$ cat src/source/hangmanPkg.sv
//////////////////////////////
// Hangman shared definitions
// Game constants, character and row types, game states
//////////////////////////////

package hangmanPkg;

    // Letters in every secret word
    localparam int wordLetters = 5;

    // The sixth wrong guess ends the game
    localparam int maxMistakes = 6;

    // Characters on one line of the 16x2 display
    localparam int rowChars = 16;

    // Entries in the word ROM
    localparam int numWords = 8;

    // One ASCII byte
    typedef logic [7:0] charT;

    // Leftmost letter sits in the high byte
    typedef logic [wordLetters*8-1:0] wordT;

    // Leftmost character sits in the high byte
    typedef logic [rowChars*8-1:0] rowT;

    typedef enum logic [1:0] {
        idle,
        play,
        won,
        lost
    } gameStateT;

    // Marks a hidden letter or an empty wrong-letter slot
    localparam charT blankChar = 8'h5F;

    // Fills the unused display columns
    localparam charT padChar = 8'h20;

endpackage

$ cat src/source/gameIf.sv
//////////////////////////////
// Internal hangman game bus
// Guess, word, reveal and state signals
//////////////////////////////

`timescale 1ns/1ps

interface gameIf;
    import hangmanPkg::*;

    // Guess input, straight from the top level ports
    charT letter;
    logic guess;

    wordT word;

    // Combinational compare results for the current letter
    logic [wordLetters-1:0] hitMask;
    logic miss;

    // Registered game status
    logic [wordLetters-1:0] revealed;
    gameStateT state;
    logic startPulse;
    logic missPulse;
    charT missLetter;

    modport store (output word);
    modport check (input letter, word, revealed, output hitMask, miss);
    modport control (input guess, letter, hitMask, miss,
                     output revealed, state, startPulse, missPulse, missLetter);
    modport display (input word, revealed, state, startPulse, missPulse, missLetter);

endinterface

$ cat src/source/gameControl.sv
//////////////////////////////
// Hangman game FSM
// Tracks revealed letters, mistakes and the outcome
//////////////////////////////

`timescale 1ns/1ps

module gameControl (
    input logic clk,
    input logic nRst,
    input logic newGame,
    gameIf.control bus
);
    import hangmanPkg::*;

    logic [$clog2(maxMistakes+1)-1:0] mistakes;
    logic [$clog2(maxMistakes+1)-1:0] nextMistakes;
    logic [wordLetters-1:0] nextRevealed;
    gameStateT nextState;
    logic nextStart;
    logic nextMiss;

    always_comb begin
        nextState = bus.state;
        nextRevealed = bus.revealed;
        nextMistakes = mistakes;
        nextStart = 1'b0;
        nextMiss = 1'b0;

        // A new game wins over a guess arriving in the same cycle
        if (newGame) begin
            nextState = play;
            nextRevealed = '0;
            nextMistakes = '0;
            nextStart = 1'b1;
        end else if (bus.guess && bus.state == play) begin
            nextRevealed = bus.revealed | bus.hitMask;
            if (bus.miss) begin
                nextMistakes = mistakes + 1'b1;
                nextMiss = 1'b1;
            end

            // The outcome is decided on the same edge as the guess
            if (&nextRevealed) begin
                nextState = won;
            end else if (nextMistakes == maxMistakes) begin
                nextState = lost;
            end
        end
    end

    always_ff @(posedge clk, negedge nRst) begin
        if (!nRst) begin
            bus.state <= idle;
            bus.revealed <= '0;
            mistakes <= '0;
            bus.startPulse <= 1'b0;
            bus.missPulse <= 1'b0;
        end else begin
            bus.state <= nextState;
            bus.revealed <= nextRevealed;
            mistakes <= nextMistakes;
            bus.startPulse <= nextStart;
            bus.missPulse <= nextMiss;
        end
    end

    // Only read together with missPulse, so every guess may load it
    always_ff @(posedge clk) begin
        if (bus.guess) begin
            bus.missLetter <= bus.letter;
        end
    end

endmodule

$ cat src/source/guessChecker.sv
//////////////////////////////
// Guess checker
// Compares a letter against every word position
//////////////////////////////

`timescale 1ns/1ps

module guessChecker (
    gameIf.check bus
);
    import hangmanPkg::*;

    logic [wordLetters-1:0] match;

    // Bit i of each mask refers to byte i of the word, so bit 0 is the
    // rightmost letter
    always_comb begin
        for (int i = 0; i < wordLetters; i++) begin
            match[i] = (bus.word[8*i +: 8] == bus.letter);
        end
    end

    // Only positions still hidden count as new hits
    assign bus.hitMask = match & ~bus.revealed;

    // A letter that appears nowhere in the word is a mistake, even if it
    // was guessed before
    assign bus.miss = ~|match;

endmodule

$ cat src/source/hangmanTop.sv
//////////////////////////////
// Hangman game top level
// Word store, checker, FSM and display
//////////////////////////////

`timescale 1ns/1ps

module hangmanTop (
    input logic clk,
    input logic nRst,
    // Starts a game with the word picked by wordIndex
    input logic newGame,
    input logic [$clog2(hangmanPkg::numWords)-1:0] wordIndex,
    // One-cycle strobe, letter is valid while it is high
    input logic guess,
    input hangmanPkg::charT letter,
    output hangmanPkg::rowT top,
    output hangmanPkg::rowT bottom
);

    gameIf bus ();

    // The guess enters the internal bus unregistered
    assign bus.letter = letter;
    assign bus.guess = guess;

    wordStore uWordStore (
        .clk(clk),
        .nRst(nRst),
        .newGame(newGame),
        .wordIndex(wordIndex),
        .bus(bus.store)
    );

    // Purely combinational, feeds hitMask and miss to the FSM
    guessChecker uGuessChecker (
        .bus(bus.check)
    );

    gameControl uGameControl (
        .clk(clk),
        .nRst(nRst),
        .newGame(newGame),
        .bus(bus.control)
    );

    // Rows follow a guess two rising edges after it is sampled
    hostDisplay uHostDisplay (
        .clk(clk),
        .nRst(nRst),
        .bus(bus.display),
        .top(top),
        .bottom(bottom)
    );

endmodule

$ cat src/source/hostDisplay.sv
//////////////////////////////
// Hangman display rows
// Builds the two 16-character ASCII lines
//////////////////////////////

`timescale 1ns/1ps

module hostDisplay (
    input logic clk,
    input logic nRst,
    gameIf.display bus,
    output hangmanPkg::rowT top,
    output hangmanPkg::rowT bottom
);
    import hangmanPkg::*;

    // Six wrong-letter slots, newest in the high byte
    logic [maxMistakes*8-1:0] wrongLetters;
    logic [maxMistakes*8-1:0] nextWrong;
    wordT shownWord;
    rowT nextTop;
    rowT nextBottom;

    // The rows are built from the slot contents of this same edge, so a
    // miss shows up together with the rest of its guess
    always_comb begin
        if (bus.startPulse) begin
            nextWrong = {maxMistakes{blankChar}};
        end else if (bus.missPulse) begin
            nextWrong = {bus.missLetter, wrongLetters[maxMistakes*8-1:8]};
        end else begin
            nextWrong = wrongLetters;
        end
    end

    always_ff @(posedge clk) begin
        wrongLetters <= nextWrong;
    end

    // Hidden positions show as underscores
    always_comb begin
        for (int i = 0; i < wordLetters; i++) begin
            shownWord[8*i +: 8] = bus.revealed[i] ? bus.word[8*i +: 8] : blankChar;
        end
    end

    always_comb begin
        case (bus.state)
            play: begin
                nextTop = {{5{padChar}}, shownWord, {(rowChars-5-wordLetters){padChar}}};
                nextBottom = {{5{padChar}}, nextWrong,
                              {(rowChars-5-maxMistakes){padChar}}};
            end
            won: begin
                nextTop = {{6{padChar}}, "Win", {7{padChar}}};
                nextBottom = {{5{padChar}}, bus.word, {(rowChars-5-wordLetters){padChar}}};
            end
            lost: begin
                nextTop = {{6{padChar}}, "Lose", {6{padChar}}};
                nextBottom = {{5{padChar}}, bus.word, {(rowChars-5-wordLetters){padChar}}};
            end
            default: begin
                // Before the first game the rows keep their reset value
                nextTop = top;
                nextBottom = bottom;
            end
        endcase
    end

    always_ff @(posedge clk, negedge nRst) begin
        if (!nRst) begin
            top <= '0;
            bottom <= '0;
        end else begin
            top <= nextTop;
            bottom <= nextBottom;
        end
    end

endmodule

$ cat src/source/wordStore.sv
//////////////////////////////
// Secret word store
// Word ROM and the current-word register
//////////////////////////////

`timescale 1ns/1ps

module wordStore (
    input logic clk,
    input logic nRst,
    input logic newGame,
    input logic [$clog2(hangmanPkg::numWords)-1:0] wordIndex,
    gameIf.store bus
);
    import hangmanPkg::*;

    wordT romWord;

    // Eight words, several with repeated letters so one guess can
    // reveal more than one position
    always_comb begin
        case (wordIndex)
            3'd0: romWord = "APPLE";
            3'd1: romWord = "LEVEL";
            3'd2: romWord = "GRASS";
            3'd3: romWord = "HELLO";
            3'd4: romWord = "SHEEP";
            3'd5: romWord = "TOOTH";
            3'd6: romWord = "CRANE";
            default: romWord = "PIZZA";
        endcase
    end

    // The word is latched once per game and held until the next newGame
    always_ff @(posedge clk, negedge nRst) begin
        if (!nRst) begin
            bus.word <= {wordLetters{blankChar}};
        end else if (newGame) begin
            bus.word <= romWord;
        end
    end

endmodule

$ cat config.mk
export PLATFORM = sky130hd
export DESIGN_NAME = hangmanTop
export DESIGN_NICKNAME = d
export VERILOG_FILES = /design/src/source/hangmanPkg.sv /design/src/source/gameIf.sv /design/src/source/gameControl.sv /design/src/source/guessChecker.sv /design/src/source/hangmanTop.sv /design/src/source/hostDisplay.sv /design/src/source/wordStore.sv
export SDC_FILE = /design/constraint.sdc
export NUM_CORES = 1
export LEC_CHECK = 0
export ABC_AREA = 1
export BUFFER_PORTS_ARGS = -buffer_cell sky130_fd_sc_hd__buf_2
export CAP_MARGIN = 20
export CORE_MARGIN = 2
export CORE_UTILIZATION = 54
export CTS_BUF_LIST = sky130_fd_sc_hd__clkbuf_4
export DETAILED_ROUTE_END_ITERATION = 10
export GPL_ROUTABILITY_DRIVEN = 0
export PLACE_DENSITY_LB_ADDON = 0.25
export REMOVE_ABC_BUFFERS = 1
export SYNTH_ARGS = -nofsm -noshare
export SYNTH_HDL_FRONTEND = slang
export SYNTH_HIERARCHICAL = 1
export SYNTH_SLANG_ARGS = --single-unit
$ cat constraint.sdc
create_clock -name clk -period 2 [get_ports clk]
set_input_delay 0.4 -clock clk [delete_from_list [all_inputs] [get_ports clk]]
set_output_delay 0.4 -clock clk [all_outputs]
set_load 0.01 [all_outputs]
==> summary.md, run 1 <==
| Metric | Value |
|---|---|
| Clk root buf | sky130_fd_sc_hd__clkbuf_4 |
| Data arrival time of the critical path | roughly 1.4 ns |
| Highest Clock Rate | 545 MHz |
| Area share of the largest cell type after synthesis | ~27% |
| Highest net fanout along the worst path | 22 |
| Mapped cell area | around 9400 sq um |
| Effective utilization at floorplan | between 50 and 60% |
| Startpoint type of the worst setup path | flip-flop |
| Largest net degree at the start of global routing | 60 |
| CTS Sinks | 180 |
| Hold Path Stages | 3 |
| Share of final-layout standard cells stronger than drive strength 1 | around 18% |
| Minimum hold slack | between 0.05 and 0.06 ns |
| Count of buffer and inverter cells on the critical path | 1 |
| Post-detail-place hpwl | 15.5 mm |
| Core Footprint | roughly 17,000 sq um |
| Buffer depth of the longest clock path | 2 |
| Post-layout instance count excluding filler cells | between 1,000 and 1,500 |
| Cell type contributing the most total cell area after synthesis | sky130_fd_sc_hd__dfrtp_1 |
| Slowest stage cell on the critical path | sky130_fd_sc_hd__dfrtp_1 |
| Initial antenna violation count | 1 |
| Maximum resistive drop on vdd | 0.311 mV |
| Setup-violating endpoint count in the final report | 0 |
| Post-detailed-route count of antenna-violating nets | 0 |
| Worst-Margin Slew | just under 0.6 ns |
| Final nets | 1,269 |
| Vias after detailed routing | between 7,000 and 8,000 |
| Horizontal die dimension | approximately 140 um |
| H-tree depth | 4 |
| Cells along the critical path | buf_2 |
| Vias in the first global route | around 6,300 |
| Synthesized netlist cell count | roughly 1,200 |
| Relative slew slack | between 60% and 70% |
| Overall power | 6.76 mW |
| Clock skew | between 0.02 and 0.025 ns |
| Global-route wire length before repair | ~34 mm |
| Max cap viols | 0 |
| Proportion of synthesized chip area in sequential cells | 45.9% |
| Largest cells by area after synthesis | sky130_fd_sc_hd__dfrtp_1 27%, sky130_fd_sc_hd__nand2_1 17%, sky130_fd_sc_hd__buf_4 15% |
| Synthesized flop and latch total | 180 |
| Yosys Warn Count | 6 |
| Chip height | around 140 um |
| Data required time at the worst endpoint | ~1.6 ns |
| Power density cells | ~700 nW/um^2 |
| Detail-routed via count per cell | ~4.8 |
| Congestion Overflow GR | 0 |
| Number of remaining DRC errors | 0 |
| Ports placed on the boundary | ~270 |
| Initial detailed-routing violation count | about 530 |
| Unrepaired setup endpoints after global routing | false |
| Run status | finished clean |
| Most common cell after layout, fill and taps aside | sky130_fd_sc_hd__nand2_1 |
| Site Rows | 48 |
| Clock period minus final worst setup slack | 1.83 ns |
| Port-buffer cells | 123 |
| Synth-to-Final Area Change | 2.56% |
| Leakage power of the design | between 4 and 5 nW |
| Avg Synthesized Cell Area | approximately 8 sq um |
| Global-route usage over all layers | a little under a quarter |
| Slowest stage delay, CP | ~0.64 ns |
| Post-CTS clock slew at the launch and capture registers of the worst setup and hold paths | approximately 0.16 ns |
| Final critical-path share of the clock period | between 90% and 100% |
| Critical setup path kind | reg2out |
| Number of max-slew violations in the final report | 0 |
| Number of detailed-routing iterations run before antenna repair | 7 |
| Top delay family on crit path | flip-flops |
| Final Hold Vio Count | 0 |
| Highest-count cells in the layout ignoring fill and taps | 421 x sky130_fd_sc_hd__nand2_1, 162 x sky130_fd_sc_hd__conb_1, 122 x sky130_fd_sc_hd__buf_2 |
| Path type of the worst min-delay path | in2reg |
| Final wirelength | around 22 mm |
| Path depth of the worst reg2reg path | 13 |
| Avg WL per Cell | 14.5 um |
| Worst path depth | 1 |
| Unique masters post-synth | 36 |
| Number of buffers created by CTS | 17 |
| Clock tree from TritonCTS | built |
| Post-placement cell count | around 1,500 |
| Clock latency at the later pin of the worst-skew pair | 0.60 ns |
| Kind of end point of the critical path | output pin |
| Die Outline Area | between 15,000 and 20,000 sq um |
[routing by layer]
layer,part of all wire [%],up-vias,GRT usage [%],wire length [um]
met3,7.7,23,4.06,1660
met2,46,328,36.8,9830
met1,45,3340,34.2,9750
li1,-,3470,-,-
met4,1.6,0,7.70,342
met5,0,-,0,0
[final cells by class]
class	count	area, sq um
Antenna cell	1	2.50
Clock buffer	17	128
Clock inverter	15	115
Fill cell	1677	7490
Inverter	48	193
Multi-Input combinational cell	855	3750
Sequential cell	180	4330
Tap cell	225	282
Timing Repair Buffer	151	881
[stage by stage]
stage	setup WS, ns	cell area (sq um)	setup TNS (ns)	utilization, %
after floorplan	-0.340	8270	-9.97	-
after global placement	0.101	9420	0	54.8
after detailed placement	0.0369	9420	0	54.8
after CTS	0.0574	9670	0	56.3
after global routing	0.00564	9690	0	56.4
final	0.165	9690	0	56.4
[state kept, by name (all words and copies together), names as in the netlist]
name and count:
uHostDisplay/bottom 48, uHostDisplay/wrongLetters 48, uHostDisplay/top 41, uWordStore/bus.word 23, uGameControl/bus.missLetter 8, uGameControl/bus.revealed 5
uGameControl/mistakes 3, uGameControl/bus.state 2, uGameControl/bus.missPulse 1, uGameControl/bus.startPulse 1
[kinds of logic after synthesis]
| group | count (synthesis) | synth area share, % |
|---|---|---|
| simple gates | 558 | 23.6 |
| buf+inv | 283 | 20.8 |
| flops | 180 | 45.9 |
| compound gates | 105 | 6.78 |
| xor+xnor | 29 | 2.69 |
| other cells | 3 | 0.119 |
| fa+ha+maj | 1 | 0.132 |
[synthesized netlist by cell type (all sizes together)]
library cell  number
o22ai              3
nand3             66
a22oi              1
o21ai             39
ha                 1
dfxtp             48
edfxtp             8
dfrtp            101
nor2              64
a21oi             20
or2                1
a21boi            40
a31oi              1
nand2            425
nor3               2
a22o               1
clkinv             2
buf              233
conb               3
xnor2             29
clkbuf             2
inv               46
dfstp             23
[path summary, 6_finish.rpt]
path	startpoint	endpoint	slack, ns
worst max-delay path	uHostDisplay/top[117]	bottom[37]	0.17
worst min-delay path	wordIndex[2]	uWordStore/bus.word[27]	0.06
worst max register to register	uWordStore/bus.word[34]	uGameControl/bus.state[1]	0.18
worst min register to register	uHostDisplay/wrongLetters[3]	uHostDisplay/wrongLetters[3]	0.47
max in group asynchronous	nRst	uWordStore/bus.word[9]	1.23
min in group asynchronous	nRst	uHostDisplay/bottom[80]	0.18
[what timing repair did]
action | in CTS | in global routing
hold buffers | 1 | 0
setup endpoints to repair | 0 | 2
resized for setup | 0 | 3
buffers inserted | 0 | 0
endpoints found under the hold margin | 101 | 0
[worst reg2reg max path, cell delays in order, from the launching register on]
cell                      delay [ns]
sky130_fd_sc_hd__dfstp_2        0.57
sky130_fd_sc_hd__buf_4          0.13
sky130_fd_sc_hd__nand2_1        0.05
sky130_fd_sc_hd__nand2_1        0.07
sky130_fd_sc_hd__nand2_1        0.06
sky130_fd_sc_hd__nor2_1         0.13
sky130_fd_sc_hd__nand2_1        0.10
sky130_fd_sc_hd__nor2_1         0.12
sky130_fd_sc_hd__nor2_1         0.08
sky130_fd_sc_hd__nor2_1         0.12
sky130_fd_sc_hd__nand3_2        0.09
sky130_fd_sc_hd__nand2_1        0.08
sky130_fd_sc_hd__nand2_1        0.06
sky130_fd_sc_hd__a21oi_2        0.11
[report_power, final]
part | switching [mW] | internal (mW)
combinational | 0.612 | 0.275
sequential | 0.131 | 3.87
clock | 1.28 | 0.598
total | 2.02 | 4.74
No activity file was read; power rests on OpenSTA's default activity.
==> run 2: changes to the inputs <==
clock period = 1.7 ns   (was 2 ns; I/O delays follow)
==> run 2 against run 1 <==
The flow now finishes with violations (DRC, setup timing). Via count increased by 2.6%. Worst hold slack got worse by 0.020 ns. Clock power increased by 26%. Total power increased by 22%. Sequential share of layout area decreased by 2.3 points. Core utilization increased by 3.1 points. Sequential cell count unchanged. Critical endpoint is now uGameControl/bus.state[1]. Largest power group unchanged. Highest routed layer unchanged.
==> summary.md, run 2 (synthesis gave the netlist of run 1 again) <==
| Metric | Value |
|---|---|
| Run status | complete, but fails checks (was finished clean) |
| Failing checks | DRC, setup timing |
| Final wirelength | 22.2 mm (was 21.6 mm) |
| Wl on met1 | 9.79 mm (was 9.75 mm) |
| Initial detailed-routing violation count | 576 (was 532) |
| Path type of the worst min-delay path | in2reg (unchanged) |
| Horizontal die dimension | 136 um (unchanged) |
| Met3 Wirelength | 1.72 mm (was 1.66 mm) |
| H-tree depth | 4 (unchanged) |
| Chip height | 136 um (unchanged) |
| Slowest stage delay, CP | 0.57 ns (was 0.64 ns) |
| Fraction of power consumed by combinational cells | 14.4% (was 13.1%) |
| Data required time at the worst endpoint | 2.24 ns (was 1.60 ns) |
| Top cell by count, worst path | sky130_fd_sc_hd__nand2_1 |
| Highest net fanout along the worst path | 6 (was 22) |
| Top routing layer used | met4 (unchanged) |
| Global-route wire length before repair | 34.2 mm (was 33.7 mm) |
| Largest net degree at the start of global routing | 49 (was 60) |
| Part of the total power dissipated in the clock network | 28.8% (was 27.7%) |
| Core Footprint | 17,200 sq um (unchanged) |
| Worst-Margin Slew | 0.538 ns (was 0.590 ns) |
| Reg power frac | 56.8% (was 59.1%) |
| Post-detailed-route count of antenna-violating nets | 0 (unchanged) |
| Minimum setup slack in the final design | -0.115 ns (was 0.165 ns) |
| Final critical-path share of the clock period | 107% |
| Overall power | 8.23 mW (was 6.76 mW) |
| Total net switching power | 2.51 mW (was 2.02 mW) |
| Design internal power | 5.72 mW (was 4.74 mW) |
| Port-buffer cells | 123 (unchanged) |
| Highest-count cells in the layout ignoring fill and taps | 416 x sky130_fd_sc_hd__nand2_1, 162 x sky130_fd_sc_hd__conb_1, 101 x sky130_fd_sc_hd__buf_2 (was 421 x sky130_fd_sc_hd__nand2_1, 162 x sky130_fd_sc_hd__conb_1, 122 x sky130_fd_sc_hd__buf_2) |
| Initial antenna violation count | 1 (unchanged) |
| Ports placed on the boundary | 271 (unchanged) |
| CTS Sinks | 180 (unchanged) |
| Effective utilization at floorplan | 55.0% (unchanged) |
| Number of fillers in the final layout | 1,592 (was 1,677) |
| Vias in the first global route | 6,614 (was 6,325) |
| Startpoint type of the worst setup path | flip-flop (unchanged) |
| Cells along the critical path | buf_4 > nand2_1 > nand2_1 > nand2_1 > nor2_2 > nand2_2 > nand3_2 > nor2_4 > nand2_1 > nand2_1 > nand2_2 > nand3_1 > nand2_1 > nand2_1 > a21oi_2 (was buf_2) |
| Congestion Overflow GR | 0 (unchanged) |
| Data arrival time of the critical path | 2.36 ns (was 1.43 ns) |
| Post-Route Utilization | 59.5% (was 56.4%) |
| Leakage power of the design | 5.13 nW (was 4.84 nW) |
| Post-Place Cell Area | 9620 sq um (was 9420 sq um) |
| Avg WL per Cell | 14.5 um (about the same) |
| Clock latency at the later pin of the worst-skew pair | 0.62 ns (was 0.60 ns) |
| Share of final-layout standard cells stronger than drive strength 1 | 21.8% (was 17.9%) |
| Buffer depth of the longest clock path | 2 (unchanged) |
| Clk root buf | sky130_fd_sc_hd__clkbuf_4 (unchanged) |
| Final total negative setup slack | -0.190 ns (was 0 ns) |
| Kind of end point of the critical path | flip-flop (was output pin) |
| Number of detailed-routing iterations run before antenna repair | 9 (was 7) |
| Unrepaired setup endpoints after global routing | true (was false) |
| Post-CTS clock slew at the launch and capture registers of the worst setup and hold paths | 0.15 ns (was 0.16 ns) |
| Number of max-slew violations in the final report | 0 (unchanged) |
| Clock tree from TritonCTS | built (unchanged) |
| Post-detail-place hpwl | 15.7 mm (was 15.5 mm) |
| Minimum hold slack | 0.0404 ns (was 0.0599 ns) |
| Highest Clock Rate | roughly 550 MHz |
| Clock period minus final worst setup slack | 1.82 ns |
| Relative slew slack | 64.1% (was 60.7%) |
| Net Sw Frac | 30.5% (was 29.9%) |
| Final nets | 1,306 (was 1,269) |
| Slowest stage cell on the critical path | sky130_fd_sc_hd__dfstp_2 (was sky130_fd_sc_hd__dfrtp_1) |
| Number of buffers created by CTS | 17 (unchanged) |
| Critical setup path kind | reg2reg (was reg2out) |
| Die Outline Area | 18,600 sq um (unchanged) |
| Vias after detailed routing | 7,346 (was 7,161) |
| Power density cells | 805 nW/um^2 (was 698 nW/um^2) |
| Site Rows | 48 (unchanged) |
| Clock skew | 0.0222 ns (was 0.0236 ns) |
| Setup-violating endpoint count in the final report | 9 (was 0) |
| Synth-to-Final Area Change | 8.25% (was 2.56%) |
| Maximum resistive drop on vdd | 0.403 mV (was 0.311 mV) |
| Max cap viols | 0 (unchanged) |
| Final Hold Vio Count | 0 (unchanged) |
| Final cell area excluding filler cells | 10,200 sq um (was 9690 sq um) |
| Detail-routed via count per cell | 4.80 (about the same) |
| Largest regs | uHostDisplay/bottom x48, uHostDisplay/wrongLetters x48, uHostDisplay/top x41 (unchanged) |
| Met2 WL | 10.2 mm (was 9.83 mm) |
| Most common cell after layout, fill and taps aside | sky130_fd_sc_hd__nand2_1 (unchanged) |
| Number of remaining DRC errors | 1 (was 0) |
| Global-route usage over all layers | 24.0% (was 23.8%) |
-- run 2: stage by stage --
stage / std cells / worst slack [ns]
finish: 1529 / -0.115
CTS: 1526 / -0.0252
floorplan: 1083 / -0.640
global placement: 1481 / -0.113
detailed placement: 1481 / -0.169
global route: 1529 / -0.199
-- run 2: worst paths after layout --
path                                         startpoint                              to  slack, ns  depth (start not counted)
setup / recovery                 uWordStore/bus.word[0]       uGameControl/bus.state[1]      -0.12                         15
hold / removal                                letter[7]  uGameControl/bus.missLetter[7]       0.04                          1
setup reg to reg                 uWordStore/bus.word[0]       uGameControl/bus.state[1]      -0.12                         15
hold reg to reg            uHostDisplay/wrongLetters[3]    uHostDisplay/wrongLetters[3]       0.47                          2
max in group asynchronous                          nRst    uGameControl/bus.revealed[2]       0.91                          3
min in group asynchronous                          nRst         uHostDisplay/bottom[65]       0.18                          2
-- run 2: final cells by class --
class	instances	area [sq um]	share of cell area (%)
inverter	48	193	1.88
clock inverter	15	145	1.42
tap	225	282	2.75
multi-input combinational	855	3800	37.2
timing repair buffer	188	1340	13.1
antenna	1	2.50	0.0245
sequential	180	4330	42.4
clock buffer	17	128	1.25
-- run 2: worst max-delay path, delay by kind of cell, from the launching register on --
kind | cells | cell delay [ns]
buf+inv | 1 | 0.11
compound gates | 1 | 0.10
flops | 1 | 0.57
simple gates | 13 | 0.98
-- run 2: power by group through the flow --
stage	clock network (mW)	registers (mW)	logic (mW)
floorplan	0	4.80	0.575
global placement	0	4.75	1.10
detailed placement	0	4.76	1.12
CTS	2.41	4.67	1.16
global route	2.60	4.70	1.33
finish	2.37	4.67	1.19
-- run 2: what timing repair did --
item | in CTS | in global routing
hold buffers | 5 | 0
buffers inserted | 8 | 0
endpoints found under the hold margin | 69 | 0
pin swaps | 8 | 22
gates cloned | 0 | 2
gates resized for setup | 12 | 37
setup endpoints to repair | 26 | 26
-- run 2: per-layer routing --
layer | vias to the layer above | track usage, %
met2 | 326 | 36.8
li1 | 3536 | -
met1 | 3449 | 33.6
met4 | 0 | 9.03
met3 | 35 | 4.77
met5 | - | 0
